===== config.mk =====
export PLATFORM = sky130hd
export DESIGN_NAME = decomp_dma_top
export DESIGN_NICKNAME = d
export VERILOG_FILES = /design/src/decomp_pkg.sv /design/src/lane_wr_if.sv /design/src/decomp_dma_top.sv /design/src/beat_packer.sv /design/src/ahb_burst_master.sv
export VERILOG_INCLUDE_DIRS = /design/src /design/src/src
export SDC_FILE = /design/constraint.sdc
export NUM_CORES = 1
export LEC_CHECK = 0
export ABC_AREA = 1
export CAP_MARGIN = 10
export CORE_ASPECT_RATIO = 0.7
export CORE_MARGIN = 3
export CORE_UTILIZATION = 45
export CTS_CLUSTER_SIZE = 20
export DETAILED_ROUTE_END_ITERATION = 12
export DONT_BUFFER_PORTS = 1
export PLACE_DENSITY = 0.68
export SYNTH_ARGS = -nofsm -noshare
export SYNTH_HDL_FRONTEND = slang
export SYNTH_SLANG_ARGS = --single-unit

===== constraint.sdc =====
create_clock -name clk -period 7.7 [get_ports clk]
set_input_delay 0.385 -clock clk [delete_from_list [all_inputs] [get_ports clk]]
set_output_delay 0.385 -clock clk [all_outputs]
set_load 0.01 [all_outputs]

===== src/decomp_defs.svh =====
`ifndef DECOMP_DEFS_SVH
`define DECOMP_DEFS_SVH

// --------------------
// bus and data widths
// --------------------
`define DECOMP_ADDR_W       32
`define DECOMP_DATA_W       32
`define DECOMP_WORD_W       64
`define DECOMP_LEN_W        26

// --------------------
// block geometry
// --------------------
// 64 bytes per compressed block
`define DECOMP_BLK_SHIFT    6
`define DECOMP_BURST_BEATS  16
// sixteen 64-bit words in the output buffer
`define DECOMP_BUF_AW       4

// --------------------
// AHB transfer codes
// --------------------
`define DECOMP_HTRANS_IDLE   2'b00
`define DECOMP_HTRANS_NONSEQ 2'b10
`define DECOMP_HTRANS_SEQ    2'b11

`endif

===== src/decomp_pkg.sv =====
`default_nettype none

`include "decomp_defs.svh"

package decomp_pkg;

    // one read burst, decoder wait, then two write bursts per block
    typedef enum logic [3:0] {
        S_IDLE,
        S_RD_REQ,
        S_RD_ADDR,
        S_RD_MID,
        S_RD_LAST,
        S_DECOMP,
        S_WR1_REQ,
        S_WR1_ADDR,
        S_WR1_MID,
        S_WR1_LAST,
        S_WR2_REQ,
        S_WR2_ADDR,
        S_WR2_MID,
        S_WR2_LAST
    } engine_state_e;

    typedef enum logic [1:0] {
        HTRANS_IDLE   = `DECOMP_HTRANS_IDLE,
        HTRANS_BUSY   = 2'b01,
        HTRANS_NONSEQ = `DECOMP_HTRANS_NONSEQ,
        HTRANS_SEQ    = `DECOMP_HTRANS_SEQ
    } ahb_trans_e;

    // decoder lane picked from the block header
    typedef enum logic [1:0] {
        LANE0,
        LANE1,
        LANE2
    } lane_sel_e;

endpackage

`default_nettype wire


===== src/lane_wr_if.sv =====
`timescale 1ns/1ns
`default_nettype none

`include "decomp_defs.svh"

interface lane_wr_if;

    // one-cycle strobes without back-pressure
    logic                       wren0;
    logic                       wren1;
    logic                       wren2;
    logic                       sop;
    logic                       eop;
    logic [`DECOMP_WORD_W-1:0]  wdata;

    modport src (
        output wren0, wren1, wren2, sop, eop, wdata
    );

    modport dst (
        input  wren0, wren1, wren2, sop, eop, wdata
    );

endinterface

`default_nettype wire


===== src/decomp_dma_top.sv =====
`timescale 1ns/1ns
`default_nettype none

`include "decomp_defs.svh"

module decomp_dma_top (
    input  wire                         clk,
    input  wire                         rst_n,
    input  wire  [`DECOMP_ADDR_W-1:0]   src_addr_i,
    input  wire  [`DECOMP_ADDR_W-1:0]   dst_addr_i,
    input  wire  [`DECOMP_LEN_W-1:0]    len_i,
    input  wire                         start_i,
    output logic                        done_o,

    // AHB master
    output logic                        hbusreq_o,
    input  wire                         hgrant_i,
    output logic [`DECOMP_ADDR_W-1:0]   haddr_o,
    output decomp_pkg::ahb_trans_e      htrans_o,
    output logic                        hwrite_o,
    output logic [`DECOMP_DATA_W-1:0]   hwdata_o,
    input  wire                         hready_i,
    input  wire  [`DECOMP_DATA_W-1:0]   hrdata_i,

    // decoder lanes
    output logic                        decomp0_wren_o,
    output logic                        decomp1_wren_o,
    output logic                        decomp2_wren_o,
    output logic                        decomp_sop_o,
    output logic                        decomp_eop_o,
    output logic [`DECOMP_WORD_W-1:0]   decomp_wdata_o,
    input  wire                         decomp_done_i,

    // output buffer
    output logic [`DECOMP_BUF_AW-1:0]   buf_addr_o,
    input  wire  [`DECOMP_WORD_W-1:0]   decomp_data_i
);

    logic       beat_en;
    logic [4:0] beat_idx;

    lane_wr_if lane_wr ();

    ahb_burst_master u_master (
        .clk           (clk),
        .rst_n         (rst_n),
        .src_addr_i    (src_addr_i),
        .dst_addr_i    (dst_addr_i),
        .len_i         (len_i),
        .start_i       (start_i),
        .decomp_done_i (decomp_done_i),
        .decomp_data_i (decomp_data_i),
        .hgrant_i      (hgrant_i),
        .hready_i      (hready_i),
        .done_o        (done_o),
        .hbusreq_o     (hbusreq_o),
        .haddr_o       (haddr_o),
        .htrans_o      (htrans_o),
        .hwrite_o      (hwrite_o),
        .hwdata_o      (hwdata_o),
        .buf_addr_o    (buf_addr_o),
        .beat_en_o     (beat_en),
        .beat_idx_o    (beat_idx)
    );

    beat_packer u_packer (
        .clk        (clk),
        .rst_n      (rst_n),
        .beat_en_i  (beat_en),
        .beat_idx_i (beat_idx),
        .hrdata_i   (hrdata_i),
        .lane       (lane_wr.src)
    );

    // lane group out to the decoder ports
    assign decomp0_wren_o = lane_wr.wren0;
    assign decomp1_wren_o = lane_wr.wren1;
    assign decomp2_wren_o = lane_wr.wren2;
    assign decomp_sop_o   = lane_wr.sop;
    assign decomp_eop_o   = lane_wr.eop;
    assign decomp_wdata_o = lane_wr.wdata;

endmodule

`default_nettype wire


===== src/beat_packer.sv =====
`timescale 1ns/1ns
`default_nettype none

`include "decomp_defs.svh"

module beat_packer (
    input  wire                         clk,
    input  wire                         rst_n,
    input  wire                         beat_en_i,
    input  wire  [4:0]                  beat_idx_i,
    input  wire  [`DECOMP_DATA_W-1:0]   hrdata_i,
    lane_wr_if.src                      lane
);

    import decomp_pkg::*;

    lane_sel_e                  lane_sel;
    logic [`DECOMP_DATA_W-1:0]  upper;
    logic [`DECOMP_WORD_W-1:0]  wdata;
    logic                       wren0, wren1, wren2;
    logic                       sop, eop;
    logic                       odd_beat;

    assign odd_beat = beat_en_i && beat_idx_i[0];

    // --------------------
    // lane select
    // --------------------
    always_ff @(posedge clk) begin
        if (!rst_n) begin
            lane_sel <= LANE0;
        end else if (beat_en_i && (beat_idx_i == 5'd0)) begin
            if (hrdata_i[31]) begin
                lane_sel <= LANE0;
            end else if (!hrdata_i[30]) begin
                lane_sel <= LANE1;
            end else begin
                lane_sel <= LANE2;
            end
        end
    end

    // strobes for one cycle after each odd beat
    always_ff @(posedge clk) begin
        if (!rst_n) begin
            wren0 <= 1'b0;
            wren1 <= 1'b0;
            wren2 <= 1'b0;
            sop   <= 1'b0;
            eop   <= 1'b0;
        end else begin
            wren0 <= odd_beat && (lane_sel == LANE0);
            wren1 <= odd_beat && (lane_sel == LANE1);
            wren2 <= odd_beat && (lane_sel == LANE2);
            sop   <= odd_beat && (beat_idx_i[3:1] == 3'd0);
            eop   <= odd_beat && (beat_idx_i[3:1] == 3'd7);
        end
    end

    // --------------------
    // word assembly
    // --------------------
    always_ff @(posedge clk) begin
        if (beat_en_i && !beat_idx_i[0]) begin
            upper <= hrdata_i;
        end
        if (odd_beat) begin
            wdata <= {upper, hrdata_i};
        end
    end

    assign lane.wren0 = wren0;
    assign lane.wren1 = wren1;
    assign lane.wren2 = wren2;
    assign lane.sop   = sop;
    assign lane.eop   = eop;
    assign lane.wdata = wdata;

endmodule

`default_nettype wire


===== src/ahb_burst_master.sv =====
`timescale 1ns/1ns
`default_nettype none

`include "decomp_defs.svh"

module ahb_burst_master (
    input  wire                         clk,
    input  wire                         rst_n,
    input  wire  [`DECOMP_ADDR_W-1:0]   src_addr_i,
    input  wire  [`DECOMP_ADDR_W-1:0]   dst_addr_i,
    input  wire  [`DECOMP_LEN_W-1:0]    len_i,
    input  wire                         start_i,
    input  wire                         decomp_done_i,
    input  wire  [`DECOMP_WORD_W-1:0]   decomp_data_i,
    input  wire                         hgrant_i,
    input  wire                         hready_i,
    output logic                        done_o,
    output logic                        hbusreq_o,
    output logic [`DECOMP_ADDR_W-1:0]   haddr_o,
    output decomp_pkg::ahb_trans_e      htrans_o,
    output logic                        hwrite_o,
    output logic [`DECOMP_DATA_W-1:0]   hwdata_o,
    output logic [`DECOMP_BUF_AW-1:0]   buf_addr_o,
    output logic                        beat_en_o,
    output logic [4:0]                  beat_idx_o
);

    import decomp_pkg::*;

    localparam logic [4:0] RD_LAST_IDX  = 5'(`DECOMP_BURST_BEATS - 2);
    localparam logic [4:0] WR1_LAST_IDX = 5'(`DECOMP_BURST_BEATS - 1);
    localparam logic [4:0] WR2_LAST_IDX = 5'(2 * `DECOMP_BURST_BEATS - 1);

    engine_state_e              state, state_n;
    logic [`DECOMP_LEN_W-1:0]   blk_cnt, blk_cnt_n;
    // data phase index in reads and address phase index 0..31 in writes
    logic [4:0]                 beat_cnt, beat_cnt_n;
    logic                       hbusreq, hbusreq_n;
    ahb_trans_e                 htrans, htrans_n;
    logic                       hwrite, hwrite_n;
    logic [`DECOMP_ADDR_W-1:0]  haddr, haddr_n;
    logic [`DECOMP_DATA_W-1:0]  hwdata, hwdata_n;
    logic [`DECOMP_DATA_W-1:0]  wr_half;
    logic                       beat_en;

    // even beats carry the upper half of the buffer word
    assign wr_half = beat_cnt[0] ? decomp_data_i[`DECOMP_DATA_W-1:0]
                                 : decomp_data_i[`DECOMP_WORD_W-1:`DECOMP_DATA_W];

    // --------------------
    // block loop FSM
    // --------------------
    always_comb begin
        state_n    = state;
        blk_cnt_n  = blk_cnt;
        beat_cnt_n = beat_cnt;
        hbusreq_n  = hbusreq;
        htrans_n   = htrans;
        hwrite_n   = hwrite;
        haddr_n    = haddr;
        hwdata_n   = hwdata;
        beat_en    = 1'b0;

        case (state)
            S_IDLE: begin
                if (start_i && (len_i != '0)) begin
                    blk_cnt_n = '0;
                    hbusreq_n = 1'b1;
                    state_n   = S_RD_REQ;
                end
            end
            S_RD_REQ: begin
                if (hgrant_i) begin
                    hbusreq_n = 1'b0;
                    haddr_n   = src_addr_i + {blk_cnt, {`DECOMP_BLK_SHIFT{1'b0}}};
                    htrans_n  = HTRANS_NONSEQ;
                    hwrite_n  = 1'b0;
                    state_n   = S_RD_ADDR;
                end
            end
            S_RD_ADDR: begin
                if (hready_i) begin
                    haddr_n    = haddr + `DECOMP_ADDR_W'(4);
                    htrans_n   = HTRANS_SEQ;
                    beat_cnt_n = '0;
                    state_n    = S_RD_MID;
                end
            end
            S_RD_MID: begin
                // address of beat n+1 and data of beat n together
                if (hready_i) begin
                    beat_en    = 1'b1;
                    beat_cnt_n = beat_cnt + 5'd1;
                    if (beat_cnt == RD_LAST_IDX) begin
                        htrans_n = HTRANS_IDLE;
                        state_n  = S_RD_LAST;
                    end else begin
                        haddr_n = haddr + `DECOMP_ADDR_W'(4);
                    end
                end
            end
            S_RD_LAST: begin
                if (hready_i) begin
                    beat_en = 1'b1;
                    state_n = S_DECOMP;
                end
            end
            S_DECOMP: begin
                if (decomp_done_i) begin
                    beat_cnt_n = '0;
                    hbusreq_n  = 1'b1;
                    state_n    = S_WR1_REQ;
                end
            end
            S_WR1_REQ: begin
                if (hgrant_i) begin
                    hbusreq_n = 1'b0;
                    // expanded block is twice the size
                    haddr_n   = dst_addr_i + {blk_cnt[`DECOMP_LEN_W-2:0],
                                              {(`DECOMP_BLK_SHIFT + 1){1'b0}}};
                    htrans_n  = HTRANS_NONSEQ;
                    hwrite_n  = 1'b1;
                    state_n   = S_WR1_ADDR;
                end
            end
            S_WR1_ADDR, S_WR2_ADDR: begin
                if (hready_i) begin
                    hwdata_n   = wr_half;
                    beat_cnt_n = beat_cnt + 5'd1;
                    haddr_n    = haddr + `DECOMP_ADDR_W'(4);
                    htrans_n   = HTRANS_SEQ;
                    state_n    = (state == S_WR1_ADDR) ? S_WR1_MID : S_WR2_MID;
                end
            end
            S_WR1_MID, S_WR2_MID: begin
                if (hready_i) begin
                    hwdata_n   = wr_half;
                    beat_cnt_n = beat_cnt + 5'd1;
                    // keeps counting into the second burst
                    haddr_n    = haddr + `DECOMP_ADDR_W'(4);
                    if ((state == S_WR1_MID) && (beat_cnt == WR1_LAST_IDX)) begin
                        htrans_n = HTRANS_IDLE;
                        state_n  = S_WR1_LAST;
                    end else if ((state == S_WR2_MID) && (beat_cnt == WR2_LAST_IDX)) begin
                        htrans_n = HTRANS_IDLE;
                        state_n  = S_WR2_LAST;
                    end
                end
            end
            S_WR1_LAST: begin
                if (hready_i) begin
                    hbusreq_n = 1'b1;
                    state_n   = S_WR2_REQ;
                end
            end
            S_WR2_REQ: begin
                if (hgrant_i) begin
                    hbusreq_n = 1'b0;
                    htrans_n  = HTRANS_NONSEQ;
                    state_n   = S_WR2_ADDR;
                end
            end
            S_WR2_LAST: begin
                if (hready_i) begin
                    blk_cnt_n = blk_cnt + 1'b1;
                    hwrite_n  = 1'b0;
                    if (blk_cnt_n == len_i) begin
                        state_n = S_IDLE;
                    end else begin
                        hbusreq_n = 1'b1;
                        state_n   = S_RD_REQ;
                    end
                end
            end
            default: begin
                state_n = S_IDLE;
            end
        endcase
    end

    always_ff @(posedge clk) begin
        if (!rst_n) begin
            state    <= S_IDLE;
            blk_cnt  <= '0;
            beat_cnt <= '0;
            hbusreq  <= 1'b0;
            htrans   <= HTRANS_IDLE;
            hwrite   <= 1'b0;
        end else begin
            state    <= state_n;
            blk_cnt  <= blk_cnt_n;
            beat_cnt <= beat_cnt_n;
            hbusreq  <= hbusreq_n;
            htrans   <= htrans_n;
            hwrite   <= hwrite_n;
        end
    end

    always_ff @(posedge clk) begin
        haddr  <= haddr_n;
        hwdata <= hwdata_n;
    end

    // --------------------
    // outputs
    // --------------------
    // start_i term keeps done low in the start cycle
    assign done_o     = (state == S_IDLE) && !start_i;
    assign hbusreq_o  = hbusreq;
    assign haddr_o    = haddr;
    assign htrans_o   = htrans;
    assign hwrite_o   = hwrite;
    assign hwdata_o   = hwdata;
    assign buf_addr_o = beat_cnt[4:1];
    assign beat_en_o  = beat_en;
    assign beat_idx_o = beat_cnt;

endmodule

`default_nettype wire


==> results of run 1 <==
sequential cells by signal, indices dropped and copies added (netlist names):
name and cells:
u_master.hwrite_o 1, u_packer.lane.wren2 1, u_packer.lane.wren1 1, u_packer.lane.eop 1
u_master.hbusreq_o 1, u_packer.lane_sel 2, u_master.blk_cnt 26, u_master.haddr_o 32
u_master.hwdata_o 32, u_packer.lane.wdata 64, u_packer.lane.sop 1, u_packer.lane.wren0 1
u_packer.upper 32, u_master.beat_idx_o 5, u_master.htrans_o 2, u_master.state 4
stage by stage:
stage          std cells  area [um2]  power [uW]
3_3_place_gp        1848       12800        2410
6_report            1920       13800        3450
2_1_floorplan       1504       12400        2180
5_1_grt             1919       13800        3650
3_5_place_dp        1848       12800        2430
4_1_cts             1919       13800        3470
Yosys cell counts, drive strengths merged:
cell,n,area [um2]
a211oi,7,52.6
a21boi,1,7.51
a21o,2,15.0
a21oi,120,608
a22o,2,17.5
a22oi,1,7.51
a31oi,4,25.0
and3,2,12.5
buf,10,65.1
clkbuf,16,60.1
clkinv,2,7.51
dfxtp,46,921
edfxtp,160,4800
fa,2,40.0
ha,56,701
inv,172,648
nand2,436,1660
nand3,121,626
nand4,18,125
nor2,133,673
nor3,24,136
nor3b,1,7.51
nor4,16,100
o211ai,11,87.6
o21a,5,37.5
o21ai,65,337
o21bai,10,75.1
o221ai,8,70.1
o311ai,3,26.3
or2,15,93.8
xnor2,12,105
xnor3,3,67.6
xor2,20,175
power breakdown:
group	total, uW	switching (uW)	internal [uW]
clock	1020	436	581
sequential	1630	222	1410
combinational	802	559	243
logic make-up (layout without fill, tap and decap cells):
group	count (synthesis)	count (layout)	synth area share, %
adders and majority gates	58	58	5.97
DFF	206	206	46.2
buffers and inverters	200	251	6.30
xor gates and xnor gates	35	35	2.81
other	0	1	0
and+or+nand+nor	766	766	27.7
AOI/OAI and AO/OA	239	239	11.0
critical path, cell delays in order (launching register included):
cell	delay (ns)
dfxtp_1	0.54
ha_1	0.22
inv_1	0.06
fa_1	0.35
inv_1	0.07
nand2_1	0.06
a21oi_1	0.20
a21oi_1	0.14
o21ai_1	0.35
a21oi_1	0.17
o21ai_1	0.24
nand3_1	0.12
nand3_1	0.09
nand2_1	0.06
nand2_1	0.06
nand3_1	0.06
layer usage:
metal,track usage [%],vias up,wire length [um]
li1,-,5192,-
met1,36.9,4936,17500
met2,34.0,479,15800
met3,5.59,53,3650
met4,5.82,2,884
met5,0,-,13
layout by cell type, fill, tap and decap left out, types with 4 or more instances in the layout:
cell and n:
dlygate4sd3_1 33, nor3_1 21, xnor2_1 12, or2_2 14, buf_4 6, dfxtp_1 46, clkinvlp_4 4, nand2_1 427
o221ai_1 8, ha_1 56, nor4_1 16, a21oi_1 118, clkinv_1 5, inv_1 159, o21ai_1 6, a31oi_1 4
nor2_4 12, a211oi_1 7, nor2_2 19, nor2_1 99, o211ai_1 10, inv_2 12, o21ai_0 56, edfxtp_1 160
nand3_1 117, clkbuf_16 23, o21a_1 5, o21bai_1 10, nand4_1 16, nand3_2 4, nand2_2 8, xor2_1 20
path summary, 6_finish.rpt:
kind                                     from                                 to  slack [ns]  cells past startpoint
max          u_master.blk_cnt[0]$_SDFFE_PN0P_     u_master.haddr_o[28]$_DFFE_PP_        4.65                     15
min                                     rst_n   u_master.blk_cnt[0]$_SDFFE_PN0P_        0.02                      2
max reg2reg  u_master.blk_cnt[0]$_SDFFE_PN0P_     u_master.haddr_o[28]$_DFFE_PP_        4.65                     15
min reg2reg      u_packer.upper[16]$_DFFE_PP_  u_packer.lane.wdata[48]$_DFFE_PP_        0.41                      0
cell type report:
cell class              instances  area share (%)
clock buffers                  25            4.22
inverters                     174            4.74
repair buffers                 39            2.72
multi-input cells            1098            42.8
diodes                          1          0.0181
clock inverters                13           0.797
flip-flops and latches        206            41.4
well taps                     364            3.30
repair_timing:
item	4_1_cts	5_1_grt
hold endpoints to repair	66	0
hold buffers	33	0
gates resized for setup	0	0
==> impl_metrics.yaml, run 1 <==
setup_path:
  cp.required_ns: 7.95
  crit_fanout: 8
  endpoint_kind: "register"
  crit_arrival_ns: 3.31
  critPathKind: "register to register"
  cp-start-kind: "register"
power:
  power_density_nw_per_um2: 250
  p_leak_uw: 0.00565
  ir_worst_vdd_mv: 0.163
route:
  route.detailed.drc: 0
  drtAntennaViolNets: 0
  first_pass_iters: 7
  wl_mm: 37.9
  routedWlPerCell_um: 19.7
  num_vias: 10700
  drt_iter0_drc: 905
  routed_via_density: 5.55
placed_design:
  gp_congestion: 0.965
  pre_cts_ws_ns: 4.71
  hpwl_mm: 30.0
  io_buffers: 0
logic_synthesis:
  ys_ff_latch: 206
  ys_types: 51
  syn_nets: 1754
  postSynthAreaPerCell_um2: 8.24
  postSynthCellCount: 1504
  ys_seq_area_share_pct: 46.2
  ys_warn_count: 0
  synthesis.area_um2: 12400
timing:
  rsz0062_at_grt: "false"
  worstMarginPinSlew_ns: 1.02
  post-route-period-util_pct: 39.7
  drv_slew: 0
  clock.fmax_mhz: 327
  whs_ns: 0.0223
  final-hold-violation-count: 0
  timing.slew.headroom_pct: 31.2
  fin_setup_tns_ns: 0
  min_period_ns: 3.05
  clock_skew_ns: 0.0153
  finalWorstSetupSlack_ns: 4.65
  setup_viol: 0
layout:
  synthToLayoutAreaGrowth_pct: 11.4
  seq_area_um2: 5730
  fin_nets: 1791
  multi_input_area_um2: 5910
  drive_above_1_share_pct: 7.97
  fin_util_pct: 51.4
  fillCellCount: 2484
grt:
  grt_max_degree: 66
  grt_pass1_vias: 9284
  antenna_found_initial: 1
  grt_pass1_wl_mm: 54.7
  overflow: 0
  grt.total_usage_pct: 24.0
cts:
  clkSlewWorstSetupHoldPaths_ns: 0.07
  htreeDepth: 1
  cts_tree: "built"
  clockBufferDepth: 3
  cts_buffers: 22
  clock-sinks: 206
  clock-root-buffer: "clkbuf_16"
  cts_setup_buffers: 0
  worstSkewPairLatency_ns: 0.51
job:
  drv_cap: 0
floorplan:
  die_area_um2: 29600
  coreArea_um2: 26900
  pin_count: 334
  fp.dieH_um: 145
  rows: 50
  die_x_um: 204
  initial_utilization_pct: 46.1
min_path:
  hold_path_class: "input pin to register"
run_status:
  status: "complete, no violations"
No activity file was read; power rests on OpenSTA's default activity.
==> run 2, diff against run 1 <==
--- a/config.mk
+++ b/config.mk
@@ -6,7 +6,7 @@
 export SDC_FILE = /design/constraint.sdc
 export NUM_CORES = 1
 export LEC_CHECK = 0
-export ABC_AREA = 1
+export ABC_AREA = 0
 export CAP_MARGIN = 10
 export CORE_ASPECT_RATIO = 0.7
 export CORE_MARGIN = 3
@@ -14,7 +14,7 @@
 export CTS_CLUSTER_SIZE = 20
 export DETAILED_ROUTE_END_ITERATION = 12
 export DONT_BUFFER_PORTS = 1
-export PLACE_DENSITY = 0.68
+export PLACE_DENSITY = 0.7
 export SYNTH_ARGS = -nofsm -noshare
 export SYNTH_HDL_FRONTEND = slang
 export SYNTH_SLANG_ARGS = --single-unit
==> constraint.sdc (replaced) <==
create_clock -name clk -period 2.75 [get_ports clk]
set_input_delay 0.1375 -clock clk [delete_from_list [all_inputs] [get_ports clk]]
set_output_delay 0.1375 -clock clk [all_outputs]
set_load 0.01 [all_outputs]
==> impl_metrics.yaml, run 2 <==
run_status:
  status: "complete, no violations"
timing:
  setup_viol: 0
  finalWorstSetupSlack_ns: 0.00887
  final-hold-violation-count: 0
  drv_slew: 0
  post-route-period-util_pct: 99.7
  worstMarginPinSlew_ns: 0.745
  timing.slew.headroom_pct: 49.8
  rsz0062_at_grt: "true"
  clock.fmax_mhz: 365
  clock_skew_ns: 0.0231
  min_period_ns: 2.74
setup_path:
  cp.required_ns: 3.01
  crit_fanout: 3
  crit_arrival_ns: 3.00
  reg2regPathDepth: 11
  endpoint_kind: "register"
  critPathKind: "register to register"
  cp-start-kind: "register"
grt:
  grt.total_usage_pct: 24.4
  overflow: 0
  grt_pass1_vias: 9390
  antenna_found_initial: 2
  grt_pass1_wl_mm: 55.3
  grt_max_degree: 65
cts:
  clockBufferDepth: 3
  clock-root-buffer: "clkbuf_16"
  cts_tree: "built"
  clkSlewWorstSetupHoldPaths_ns: 0.07
  worstSkewPairLatency_ns: 0.51
  htreeDepth: 1
  cts_buffers: 22
  clock-sinks: 206
floorplan:
  rows: 49
  fp.dieH_um: 142
  coreArea_um2: 25900
  pin_count: 334
  die_x_um: 200
  initial_utilization_pct: 46.0
  die_area_um2: 28500
power:
  power_density_nw_per_um2: 606
  ir_worst_vdd_mv: 0.435
  p_leak_uw: 0.00540
logic_synthesis:
  postSynthAreaPerCell_um2: 10.5
  postSynthCellCount: 1132
  yosysMostFrequentCell: "edfxtp_1"
  synth_top_area_share_pct: 40.4
  ys_top_cells_by_area: "edfxtp_1, dfxtp_1, ha_1"
  synth_edf_count: 160
  synthFlopType: "edfxtp_1"
  synth_commonest_cells: "edfxtp_1, nor2_1, a21oi_1, nand2_1, xnor2_1"
  yosysTopAreaCell: "edfxtp_1"
  ys_warn_count: 0
  ys_ff_latch: 206
  synthesis.area_um2: 11900
  async_flop_share_pct: 0
  ys_types: 79
  ys_seq_area_share_pct: 48.1
  syn_nets: 1382
layout:
  fin_nets: 1577
  synthToLayoutAreaGrowth_pct: 26.2
  largest_reg_flops: 64
  layout_commonest_cell: "edfxtp_1"
  top_register: "u_packer.lane.wdata"
  layout_common_cells: "edfxtp_1, dlygate4sd3_1, buf_4"
  fin_util_pct: 58.1
  drive_above_1_share_pct: 17.6
route:
  wl_met2_mm: 16.7
  dr_wl_met3_mm: 3.30
  route.detailed.drc: 0
  routed_via_density: 5.85
  drt_iter0_drc: 1082
  routedWlPerCell_um: 21.6
  first_pass_iters: 6
  maxUsedRoutingLayer: "met4"
  m1WireLength_mm: 16.1
  drtAntennaViolNets: 0
  num_vias: 9959
  wl_mm: 36.9
placed_design:
  hpwl_mm: 27.2
  io_buffers: 0
  gp_congestion: 0.923
  pre_cts_ws_ns: -0.0303
job:
  drv_cap: 0
min_path:
  holdPathStages: 2
  hold_path_class: "input pin to register"
-- run 2: changes by cell type after synthesis, moves of 26 or more --
cell | previous run | this run
nand2_1 | 427 | 78
inv_1 | 159 | 28
nand3_1 | 117 | 45
xnor2_1 | 12 | 63
a21oi_1 | 118 | 78
mux2_2 | 0 | 34
xor2_1 | 20 | 46
-- run 2: cells by family (layout without fill, tap and decap cells) --
kind of cell / count (synthesis) / in the layout / share of synthesized area, %
AO/OA/AOI/OAI: 282 / 282 / 15.4
XOR/XNOR: 109 / 109 / 8.02
adder cells (fa/ha/maj): 58 / 58 / 6.22
buffers and inverters: 73 / 284 / 2.73
flip-flops: 206 / 206 / 48.1
multiplexers: 43 / 43 / 3.97
other: 0 / 3 / 0
AND/OR/NAND/NOR: 361 / 361 / 15.5
-- run 2: worst paths after layout --
check	slack (ns)	start	to
max	0.009	u_master.blk_cnt[0]$_SDFFE_PN0P_	u_master.haddr_o[30]$_DFFE_PP_
min	0.01	hready_i	u_master.haddr_o[19]$_DFFE_PP_
max reg2reg	0.009	u_master.blk_cnt[0]$_SDFFE_PN0P_	u_master.haddr_o[30]$_DFFE_PP_
min reg2reg	0.41	u_packer.upper[22]$_DFFE_PP_	u_packer.lane.wdata[54]$_DFFE_PP_
-- run 2: through the flow --
stage	cells	total power [uW]	TNS [ns]	hold slack (ns)	area (um2)
finish	1703	9100	0	0.00955	15000
detailed placement	1543	5920	-0.0512	0.236	13000
CTS	1696	9130	-0.0317	0.000883	14800
floorplan	1132	5280	0	0.236	12000
global placement	1543	5880	0	0.236	13000
global route	1702	9540	-0.345	0.00315	15000
-- run 2: power by group --
part           switching (uW)  leakage [uW]  total (uW)  internal (uW)
registers                 323       0.00182        4040           3720
clock network            1250      0.000339        2960           1720
logic                    1180       0.00324        2090            915
-- run 2: repair_timing --
action / in CTS / in global routing
setup buffers: 0 / 4
resized for setup: 3 / 34
setup endpoints to repair: 4 / 15
pin swaps: 5 / 8
hold buffers: 113 / 0
endpoints found under the hold margin: 120 / 0
-- run 2: layout make-up --
cell class | count | area, um2
Antenna cell | 3 | 7.51
Clock buffer | 28 | 583
Clock inverter | 12 | 145
Fill cell | 2174 | 10800
Inverter | 28 | 105
Multi-Input combinational cell | 853 | 6070
Sequential cell | 206 | 5730
Tap cell | 357 | 447
Timing Repair Buffer | 216 | 1930
-- run 2: metal layers --
| metal | vias up | track usage [%] |
|---|---|---|
| li1 | 4690 | - |
| met1 | 4787 | 34.9 |
| met2 | 432 | 37.6 |
| met3 | 50 | 6.26 |
| met4 | 0 | 6.02 |
| met5 | - | 0 |
-- run 2: critical path, cell delays in order (launching register included) --
cell and delay [ns]:
dfxtp_4 0.37, ha_4 0.13, inv_2 0.03, fa_2 0.34
nor2b_2 0.15, o2111ai_2 0.17, a2111oi_4 0.41, o21ai_2 0.11
a311oi_2 0.27, or3_1 0.14, a31oi_1 0.08, a211o_1 0.28
==> run 3, diff against run 2 <==
--- a/config.mk
+++ b/config.mk
@@ -10,11 +10,11 @@
 export CAP_MARGIN = 10
 export CORE_ASPECT_RATIO = 0.7
 export CORE_MARGIN = 3
-export CORE_UTILIZATION = 45
+export CORE_UTILIZATION = 55
 export CTS_CLUSTER_SIZE = 20
 export DETAILED_ROUTE_END_ITERATION = 12
 export DONT_BUFFER_PORTS = 1
-export PLACE_DENSITY = 0.7
+export PLACE_DENSITY = 0.81
 export SYNTH_ARGS = -nofsm -noshare
 export SYNTH_HDL_FRONTEND = slang
 export SYNTH_SLANG_ARGS = --single-unit
==> impl_metrics.yaml, run 3 (synthesis results as in run 2) <==
route:
  num_vias: 10100
  drtAntennaViolNets: 0
  routed_via_density: 6.23
  route.detailed.drc: 0
  first_pass_iters: 5
  drt_iter0_drc: 975
  routedWlPerCell_um: 23.2
  wl_mm: 37.8
timing:
  drv_slew: 0
  post-route-period-util_pct: 99.2
  rsz0062_at_grt: "true"
  timing.slew.headroom_pct: 46.2
  setup_viol: 0
  clock.fmax_mhz: 366
  final-hold-violation-count: 0
  min_period_ns: 2.73
  worstMarginPinSlew_ns: 0.799
  clock_skew_ns: 0.0240
setup_path:
  cp-start-kind: "register"
  cp.required_ns: 2.99
  r2r-start: "u_master.blk_cnt[0]$_SDFFE_PN0P_"
  r2r_end: "u_master.haddr_o[30]$_DFFE_PP_"
  endpoint_kind: "register"
  crit_chain: "ha_4 > inv_2 > fa_2 > nor2b_2 > o2111ai_2 > a2111oi_4 > o21ai_2 > a311oi_2 > or3_1 > a31oi_1 > a211o_1"
  crit_start: "u_master.blk_cnt[0]$_SDFFE_PN0P_"
  path_buf_inv: 1
  r2r_setup_slack_ns: 0.02
  critPathKind: "register to register"
  reg2regPathDepth: 11
  crit_arrival_ns: 2.97
  slowest_delay_ns: 0.42
  critPathTopFamily: "compound AO/OA/AOI/OAI gates"
  crit_fanout: 3
  critPathSlowestCell: "a2111oi_4"
cts:
  worstSkewPairLatency_ns: 0.51
  clkSlewWorstSetupHoldPaths_ns: 0.07
  htreeDepth: 1
  clock-sinks: 206
  clock-root-buffer: "clkbuf_16"
  clockBufferDepth: 3
  cts_tree: "built"
  cts_buffers: 21
placed_design:
  io_buffers: 0
  dpl_cell_area_um2: 12900
  placed_cells: 1468
  gp_congestion: 0.955
  hpwl_mm: 27.5
power:
  p_leak_uw: 0.00544
  power_density_nw_per_um2: 599
  ir_worst_vdd_mv: 0.512
  power_uw: 8980
grt:
  antenna_found_initial: 0
  grt_pass1_vias: 9316
  overflow: 0
  grt_pass1_wl_mm: 55.3
  grt.total_usage_pct: 30.1
  grt_max_degree: 65
min_path:
  hold_end: "u_master.haddr_o[7]$_DFFE_PP_"
  hold_path_class: "input pin to register"
  worstHoldStart: "dst_addr_i[7]"
  holdPathStages: 3
layout:
  synthToLayoutAreaGrowth_pct: 26.0
  stdcell_count: 1629
  layout_common_cells: "edfxtp_1, dlygate4sd3_1, buf_4"
  top_register: "u_packer.lane.wdata"
  largest_reg_flops: 64
  drive_above_1_share_pct: 19.5
  layout_commonest_cell: "edfxtp_1"
  fin_nets: 1587
  fillCellCount: 1482
  design_area_um2: 15000
floorplan:
  fp.dieH_um: 129
  die_x_um: 182
  rows: 44
  die_area_um2: 23500
  initial_utilization_pct: 56.7
  coreArea_um2: 21000
  pin_count: 334
run_status:
  status: "complete, no violations"
job:
  drv_cap: 0
[run 3: cell types whose count changed in the layout (fill, tap and decap cells not counted), sizes merged]
cell | before | now
bufinv | 2 | 1
inv | 31 | 30
clkinv | 3 | 5
buf | 103 | 114
clkinvlp | 4 | 2
diode | 3 | 1
[run 3: worst max-delay path by stage]
| stage | to | slack [ns] | cells past startpoint |
|---|---|---|---|
| after CTS | u_master.haddr_o[20]$_DFFE_PP_ | 0.01 | 12 |
| after global routing | u_master.hbusreq_o$_SDFFE_PN0P_ | -0.10 | 11 |
| after detailed placement | u_master.hbusreq_o$_SDFFE_PN0P_ | -0.25 | 11 |
| after global placement | u_master.haddr_o[23]$_DFFE_PP_ | -0.09 | 11 |
| after floorplan | u_master.haddr_o[30]$_DFFE_PP_ | 0.02 | 10 |
| final | u_master.haddr_o[30]$_DFFE_PP_ | 0.02 | 11 |
[run 3: stage by stage]
| stage | worst slack (ns) | hold WS (ns) | setup TNS [ns] | util (%) |
|---|---|---|---|---|
| 3_3_place_gp | -0.0881 | 0.236 | -0.212 | 61.6 |
| 3_5_place_dp | -0.249 | 0.236 | -1.03 | 61.6 |
| 4_1_cts | 0.00999 | 0.0396 | 0 | 70.4 |
| 5_1_grt | -0.104 | 0.0715 | -0.181 | 71.5 |
| 2_1_floorplan | 0.0177 | 0.236 | 0 | - |
| 6_report | 0.0210 | 0.0632 | 0 | 71.5 |
[run 3: layout make-up]
class	instances	area (um2)	share of cell area, %
multi-input combinational	853	6110	40.7
tap	276	345	2.30
sequential	206	5750	38.3
clock buffer	28	572	3.81
antenna	1	2.50	0.0167
inverter	28	105	0.701
clock inverter	10	101	0.676
timing repair buffer	227	2010	13.4
[run 3: report_power, final]
group          total (uW)  internal (uW)  switching [uW]
clock network        2830           1580            1250
logic                2080            917            1160
registers            4070           3720             351
[run 3: per-layer routing]
layer  GRT usage [%]  share of wire (%)
met1            43.9                 42
met4            9.85                3.5
met5               0                  0
met3            8.25                 10
met2            43.9                 44
[run 3: what timing repair did]
item                       in CTS  in global routing
hold endpoints to repair      120                  0
setup endpoints to repair       8                 21
setup buffers                   3                  6
resized for setup               9                 48
hold buffers                  113                  0
pin swaps                      12                 13
[run 3: worst reg2reg max path, cell delays in order, from the launching register on]
cell and delay, ns:
dfxtp_4 0.37, ha_4 0.13, inv_2 0.04, fa_2 0.34, nor2b_2 0.15, o2111ai_2 0.20, a2111oi_4 0.42, o21ai_2 0.11
a311oi_2 0.25, or3_1 0.15, a31oi_1 0.07, a211o_1 0.25
